[src/common/fetchPkg.sv]
/*
 * Fetch-side types for the four-lane next-fetch predictor.
 * Groups are 16-byte aligned; vAddr bits 3:2 select the start lane.
 */
`default_nettype none

package fetchPkg;

    // ----------------------------------------
    // Group geometry
    // ----------------------------------------
    localparam int LANES = 4;                      // Instructions per fetch group
    localparam int LANE_BITS = $clog2(LANES);      // Lane index width
    localparam logic [31:0] GROUP_BYTES = 32'd16;  // Bytes per group
    localparam logic [31:0] RESET_VADDR = 32'hBFC00000; // Boot vector

    // Group handed from the PC generator to the BTB
    typedef struct packed {
        logic [31:0]      vAddr;        // First wanted instruction
        logic [LANES-1:0] laneEn;       // Wanted lanes
        logic             isDelaySlot;  // Lone delay-slot fetch
    } fetchGroup_t;

    // Lookup result for one group
    typedef struct packed {
        logic [31:0]      nextVAddr;     // Next fetch address
        logic             taken;         // Taken branch selected
        logic [LANES-1:0] useEn;         // Lanes actually delivered
        logic             needDelaySlot; // Slot falls past lane 3
    } prediction_t;

    // Lanes from the start lane up to the last one
    function automatic logic [LANES-1:0] startMask(input logic [LANE_BITS-1:0] startLane);
        startMask = {LANES{1'b1}} << startLane;
    endfunction

    // Start lane alone, used for delay-slot groups
    function automatic logic [LANES-1:0] singleLane(input logic [LANE_BITS-1:0] startLane);
        singleLane = {{(LANES-1){1'b0}}, 1'b1} << startLane;
    endfunction

endpackage

`default_nettype wire

[src/common/repairPkg.sv]
/*
 * Backend repair request, a one-cycle strobe on valid.
 * Redirect and BTB write share one request.
 */
`default_nettype none

package repairPkg;

    // ----------------------------------------
    // Repair request from the backend
    // ----------------------------------------
    typedef struct packed {
        logic        valid;          // Strobe, one cycle
        logic        updateBtb;      // Rewrite the BTB entry too
        logic        taken;          // Resolved direction, becomes valid bit
        logic [31:0] branchVAddr;    // Branch that resolved
        logic [31:0] correctDest;    // Resolved target
        logic [31:0] redirectVAddr;  // Fetch restarts here
    } repairReq_t;

endpackage

`default_nettype wire

[src/hdl/pcGenerator.sv]
/*
 * Fetch group register and held delay-slot target.
 * Repair beats stall; stall holds the group unchanged.
 */
`timescale 1ns/100ps
`default_nettype none

module pcGenerator (
    input  wire logic                  clk,
    input  wire logic                  rst,
    input  wire logic                  fetchEn_i,
    input  wire repairPkg::repairReq_t repair_i,
    input  wire fetchPkg::prediction_t pred_i,
    output fetchPkg::fetchGroup_t      fetchGroup_o
);

    fetchPkg::fetchGroup_t nextGroup;
    logic [31:0]           groupBase;
    logic [31:0]           pendTarget;   // Branch target behind the delay slot
    logic                  loadPend;

    assign groupBase = {fetchGroup_o.vAddr[31:4], 4'b0000};

    // ----------------------------------------
    // Next group select
    // ----------------------------------------
    always_comb begin
        nextGroup = fetchGroup_o;   // Hold by default
        loadPend  = 1'b0;
        if (repair_i.valid) begin
            // Redirect drops any held slot
            nextGroup.vAddr       = repair_i.redirectVAddr;
            nextGroup.laneEn      = fetchPkg::startMask(repair_i.redirectVAddr[3:2]);
            nextGroup.isDelaySlot = 1'b0;
        end else if (fetchEn_i) begin
            if (fetchGroup_o.isDelaySlot) begin
                // After the slot go to the held target
                nextGroup.vAddr       = pendTarget;
                nextGroup.laneEn      = fetchPkg::startMask(pendTarget[3:2]);
                nextGroup.isDelaySlot = 1'b0;
            end else if (pred_i.needDelaySlot) begin
                // Lane 3 branch fetches its slot alone
                nextGroup.vAddr       = groupBase + fetchPkg::GROUP_BYTES;
                nextGroup.laneEn      = fetchPkg::singleLane(2'b00);
                nextGroup.isDelaySlot = 1'b1;
                loadPend              = 1'b1;
            end else begin
                nextGroup.vAddr       = pred_i.nextVAddr;
                nextGroup.laneEn      = fetchPkg::startMask(pred_i.nextVAddr[3:2]);
                nextGroup.isDelaySlot = 1'b0;
            end
        end
    end

    // ----------------------------------------
    // Registers
    // ----------------------------------------
    always_ff @(posedge clk) begin
        if (!rst) begin
            fetchGroup_o.vAddr       <= fetchPkg::RESET_VADDR;
            fetchGroup_o.laneEn      <= '1;
            fetchGroup_o.isDelaySlot <= 1'b0;
        end else begin
            fetchGroup_o <= nextGroup;
        end
    end

    // Only read while a delay-slot group is live
    always_ff @(posedge clk) begin
        if (loadPend) begin
            pendTarget <= pred_i.nextVAddr;
        end
    end

    // Every group wants at least one lane
    laneEnNonZero: assert property (
        @(posedge clk) disable iff (!rst)
        fetchGroup_o.laneEn != '0
    ) else $error("Fetch group with no lanes enabled");

endmodule

`default_nettype wire

[config.mk]
export PLATFORM = sky130hd
export DESIGN_NAME = pcGenerator
export DESIGN_NICKNAME = d
export VERILOG_FILES = /design/src/common/fetchPkg.sv /design/src/common/repairPkg.sv /design/src/hdl/pcGenerator.sv
export SDC_FILE = /design/constraint.sdc
export NUM_CORES = 1
export LEC_CHECK = 0
export ABC_AREA = 1
export BUFFER_PORTS_ARGS = -buffer_cell sky130_fd_sc_hd__buf_2
export CORE_ASPECT_RATIO = 0.5
export CORE_MARGIN = 4
export CORE_UTILIZATION = 47
export DETAILED_ROUTE_END_ITERATION = 10
export GPL_ROUTABILITY_DRIVEN = 0
export PLACE_DENSITY = 0.92
export SLEW_MARGIN = 20
export SYNTH_ARGS = -nofsm -noshare
export SYNTH_HDL_FRONTEND = slang
export SYNTH_SLANG_ARGS = --single-unit
[constraint.sdc]
create_clock -name clk -period 3.1 [get_ports clk]
set_input_delay 0.31 -clock clk [delete_from_list [all_inputs] [get_ports clk]]
set_output_delay 0.31 -clock clk [all_outputs]
set_load 0.02 [all_outputs]
* Yosys cells after proc, flatten, opt, wreduce, memory -nomap -nowiden
Index checks and enable logic that the tools add are counted.
Storage, ports and cells: flip-flop bits (word level) 69, bits in latches 0, bits in writable memories 0, bits in read-only memories 0, input port bits 140, output and inout bits 37, logic and storage cells 19, memories kept 0
Cells by class: add/sub/neg operators 1, multipliers 0, divide/modulo/power cells 0, order comparisons 0, eq/ne operators 0, shift-type cells 3, muxes and demuxes 8, bitwise gates (word level) 1, reductions and logical operators 2
Operators with widths (number):
- 37-bit 2-to-1 mux | 4
- 32-bit by 5-bit adder with 32-bit output, second input constant | 1
- 4-bit by 2-bit << shifter with 4-bit output, first input constant | 3
- 1-bit 2-to-1 mux | 4
- 2-bit nonzero test | 1
- 2-bit OR reduction | 1
- 1-bit NOT | 1

* Logic depth before layout (Yosys ltp)
depth after elaboration 5, mapped depth 11

* Worst setup path before layout
No wires, ideal clock.
kind register to register, start register fetchGroup_o[0] in the netlist's numbering, end register pendTarget[0], enable pin, setup time 0.422 ns, arrival time 2.239 ns, path slack 0.439 ns, stages on the path, launching flop included 6, path buffers 2, cell sequence dfxtp_1 -> buf_4 -> inv_1 -> nand2_1 -> buf_2 -> nor2_1
Between the ends: longest elaborated chain between the ends 3
RTL lines:
- start: declaration | RTL line pcGenerator.sv:14 | output fetchPkg::fetchGroup_t fetchGroup_o
- start signal: assignment | RTL line pcGenerator.sv:64 | fetchGroup_o <= nextGroup;
- 1-bit 2-to-1 mux | RTL line pcGenerator.sv:36 | if (fetchGroup_o.isDelaySlot) begin
- 1-bit 2-to-1 mux | RTL line pcGenerator.sv:35 | end else if (fetchEn_i) begin
- 1-bit 2-to-1 mux | RTL line pcGenerator.sv:30 | if (repair_i.valid) begin
- net loadPend | RTL line pcGenerator.sv:20 | logic loadPend;
- end signal: assignment | RTL line pcGenerator.sv:71 | pendTarget <= pred_i.nextVAddr;
- end: declaration | RTL line pcGenerator.sv:19 | logic [31:0] pendTarget;
The timed path passes the listed nets, and every way through them passes these cells. A chain may end at the register's enable or synchronous reset.

* Worst setup path in the final report
start register fetchGroup_o[0] in the netlist's numbering, end register fetchGroup_o[16] in the netlist's numbering
Between the ends: longest elaborated chain between the ends 3
RTL lines (RTL line):
- 37-bit 2-to-1 mux | pcGenerator.sv:36
- 37-bit 2-to-1 mux | pcGenerator.sv:35
- 37-bit 2-to-1 mux | pcGenerator.sv:30
Every way passes these cells. The select of a mux whose other input is x is not followed.

==> impl_metrics.csv <==
group,metric,value,unit
synth,number_of_flops_mapped_to_enable_cells_by_yosys,32,
synth,synthDominantCellAreaShare,26.3,%
synth,xor_xnor_fraction_of_synth_area,3.84,%
synth,synth_top_family_by_area,"simple AND/OR/NAND/NOR gates",
timing,rsz0062_at_grt,"false",
synth,synth_top_cells_by_area,"sky130_fd_sc_hd__edfxtp_1, sky130_fd_sc_hd__dfxtp_1, sky130_fd_sc_hd__nand2_1",
pwr,total_power,2450,µW
worst_setup_path,largest_fanout_on_the_critical_path,19,
synth,synth_async_sr_flop_share,0,%
layout,fillerInstances,607,
clock_tree,tritoncts.num_buffers,9,
clock_tree,worst_skew_pair.late_latency,330,ps
synth,yosys.area_share.adder,0.343,%
synth,synth_area_per_cell,8.56,µm²
routing,detailed_route_iter0_violations,391,
timing,worst-slew-pin-transition,711,ps
timing,hold_violations,0,
worst_setup_path,worstPathRequired,3360,ps
layout,final_cells,628,
routing,routed-wl-met3,987,µm
routing,per_cell_via_count_in_the_routed_design,5.90,
clock_tree,cts_tree,"built",
routing,ant_nets,0,
global_route,first_pass_grt_wire_length,16800,µm
placement,placedCellCount,612,
synth,synth-main-ff-cell,"sky130_fd_sc_hd__dfxtp_1",
timing,min_period,2280,ps
global_route,grt_pass1_vias,3491,
routing,routed_wl,10600,µm
synth,yosysWarnings,0,
clock_tree,cts_max_path_buffers,2,
layout,area_growth_syn_to_layout,24.6,%
clock_tree,clock_sink_count,69,
synth,synth.most_common_cell,"sky130_fd_sc_hd__nand2_1",
run,drv_cap,0,
timing,count_of_final_setup_violators,0,
placement,port-buffer-count,105,
synth,synthesis.area,0.00365,mm²
global_route,largest_net_degree_at_the_start_of_global_routing,35,
die,die_w,133,µm
synth,synth_simple_gate_area_share,22.2,%
synth,netlist-cell-type-count,37,
timing,worst_clk_skew,4.74,ps
worst_setup_path,worst-endpoint-arrival,2540,ps
die,placement_row_count,22,
worst_setup_path,rrSetupSlack,820,ps
layout,final_core_utilization,61.2,%
worst_setup_path,length_in_cells_of_the_worst_reg_to_reg_path,6,
worst_setup_path,cp-start-kind,"flop",
timing,final.setup.tns,0,ps
synth,syn_inst,426,
worst_setup_path,crit_path_end_kind,"flop",
routing,average_wire_per_standard_cell,16.9,µm
die,dieHeight,70.3,µm
timing,final_max_slew_viol_count,0,
synth,synth-compound-area-share,21.3,%
pwr,max-vdd-ir-drop,0.281,mV
global_route,track_usage,21.9,%
synth,yosysSeqAreaShare,46.6,%
min_path,min_delay_path_depth,1,
clock_tree,worst_setup_hold_path_clk_slew,60,ps
timing,max_slew_margin,52.6,%
global_route,global_route.overflow_total,0,
routing,top_layer_used,"met5",
clock_tree,cts_resized,0,
layout,nets,668,
layout,post_route_cells_drive_above_1_share,31.4,%
die,num_io_pins,177,
die,core-area,0.00743,mm²
die,initial_core_util,49.1,%
min_path,classification_of_the_worst_slack_hold_path,"input pin to flop",
synth,yosys-mux-area-fraction,0,%
pwr,p_per_area,540,mW/mm²
timing,fmaxAchievable,438,MHz
routing,dr_total_vias,3705,
global_route,antenna_found_initial,1,
synth,synth.top_cells.by_count,"sky130_fd_sc_hd__nand2_1, sky130_fd_sc_hd__nor2_1, sky130_fd_sc_hd__dfxtp_1",
pwr,p_leak,0.00185,µW
synth,synthesis.nets,567,
routing,met2_wire_length,5160,µm
die,floorplan.die_area,0.00932,mm²
routing,dr.pass1.iters,5,
outcome,run_status,"complete, no violations",
synth,yosys.area.top_type,"sky130_fd_sc_hd__edfxtp_1",
worst_setup_path,path_class,"flop to flop",
routing,post-route-drc-count,0,
clock_tree,cts_root_buf,"sky130_fd_sc_hd__clkbuf_16",
synth,ys_ff_latch,69,
layout,diodes,0,
placement,hpwl_after_detailed_placement,7320,µm
clock_tree,cts.repair_timing.setup_buffer_count,0,
clock_tree,ctsHtreeMaxLevel,3,
routing,drt-met1-wl,4320,µm
clock_tree,hold_fix_buffer_count_after_cts,0,
timing,finalCritPeriodShare,73.6,%
==> cell usage in the layout (no fill, tap or decap), types with 2 or more instances in the layout <==
master / instances
sky130_fd_sc_hd__nor2_2: 9
sky130_fd_sc_hd__o221ai_1: 7
sky130_fd_sc_hd__nand2_1: 112
sky130_fd_sc_hd__xnor2_1: 6
sky130_fd_sc_hd__o211ai_1: 2
sky130_fd_sc_hd__o221a_2: 21
sky130_fd_sc_hd__o21ai_1: 5
sky130_fd_sc_hd__nand2_2: 4
sky130_fd_sc_hd__a22oi_1: 16
sky130_fd_sc_hd__clkbuf_16: 9
sky130_fd_sc_hd__edfxtp_1: 32
sky130_fd_sc_hd__xor2_1: 10
sky130_fd_sc_hd__nand4_1: 6
sky130_fd_sc_hd__a22o_1: 2
sky130_fd_sc_hd__nor2_1: 40
sky130_fd_sc_hd__nor2_4: 2
sky130_fd_sc_hd__a21oi_1: 17
sky130_fd_sc_hd__o21ai_0: 10
sky130_fd_sc_hd__clkbuf_8: 3
sky130_fd_sc_hd__inv_2: 3
sky130_fd_sc_hd__nand3_1: 17
sky130_fd_sc_hd__inv_1: 22
sky130_fd_sc_hd__dfxtp_1: 37
sky130_fd_sc_hd__a31oi_1: 5
sky130_fd_sc_hd__buf_2: 105
sky130_fd_sc_hd__buf_4: 6
sky130_fd_sc_hd__a221oi_1: 9
==> critical path, stage by stage (launching register included) <==
cell	delay, ps
sky130_fd_sc_hd__dfxtp_1	550
sky130_fd_sc_hd__inv_1	110
sky130_fd_sc_hd__nand2_1	380
sky130_fd_sc_hd__clkinv_1	670
sky130_fd_sc_hd__a21oi_1	350
sky130_fd_sc_hd__nor2_1	80
sky130_fd_sc_hd__nor2_1	80
==> stage by stage <==
step                      setup slack, ps  hold slack, ps  instance area [µm²]
final                                 818             175                 4550
after global routing                  719             168                 4550
after CTS                             881             172                 4550
after detailed placement              916             458                 4230
after global placement               1000             453                 4230
after floorplan                       439             386                 3650
==> cells by family after synthesis <==
logic type      Yosys count
compound gates          101
xor+xnor                 16
simple gates            192
fa+ha+maj                 1
buf+inv                  47
flops                    69
==> flip-flops by register name (all words and copies together), names as in the netlist <==
name / flops
fetchGroup_o: 37
pendTarget: 32
==> worst paths after layout <==
kind,start,end
worst min-delay path,pred_i[33],pendTarget[27]
worst max register to register,fetchGroup_o[0],fetchGroup_o[16]
worst max-delay path,fetchGroup_o[0],fetchGroup_o[16]
worst min register to register,fetchGroup_o[7],fetchGroup_o[7]
==> power breakdown <==
group,switching (µW),leakage [µW],internal (µW)
registers,57.4,0.000600,1000
clock network,370,0.000152,687
logic,204,0.00110,131
total,632,0.00185,1820
==> layout make-up <==
class                      instances  area, µm²  share of cell area [%]
sequential                        69       1700                    37.4
clock inverter                     3       42.5                   0.936
timing repair buffer             111        571                    12.6
clock buffer                      13        270                    5.95
tap                               96        120                    2.64
inverter                          26       97.6                    2.15
multi-input combinational        310       1740                    38.3
==> routing by layer <==
metal / up-vias / track usage (%)
met1: 1743 / 28.0
li1: 1722 / -
met2: 215 / 37.3
met4: 2 / 6.68
met5: - / 0
met3: 23 / 4.89
Power figures use the tool's default switching activity.
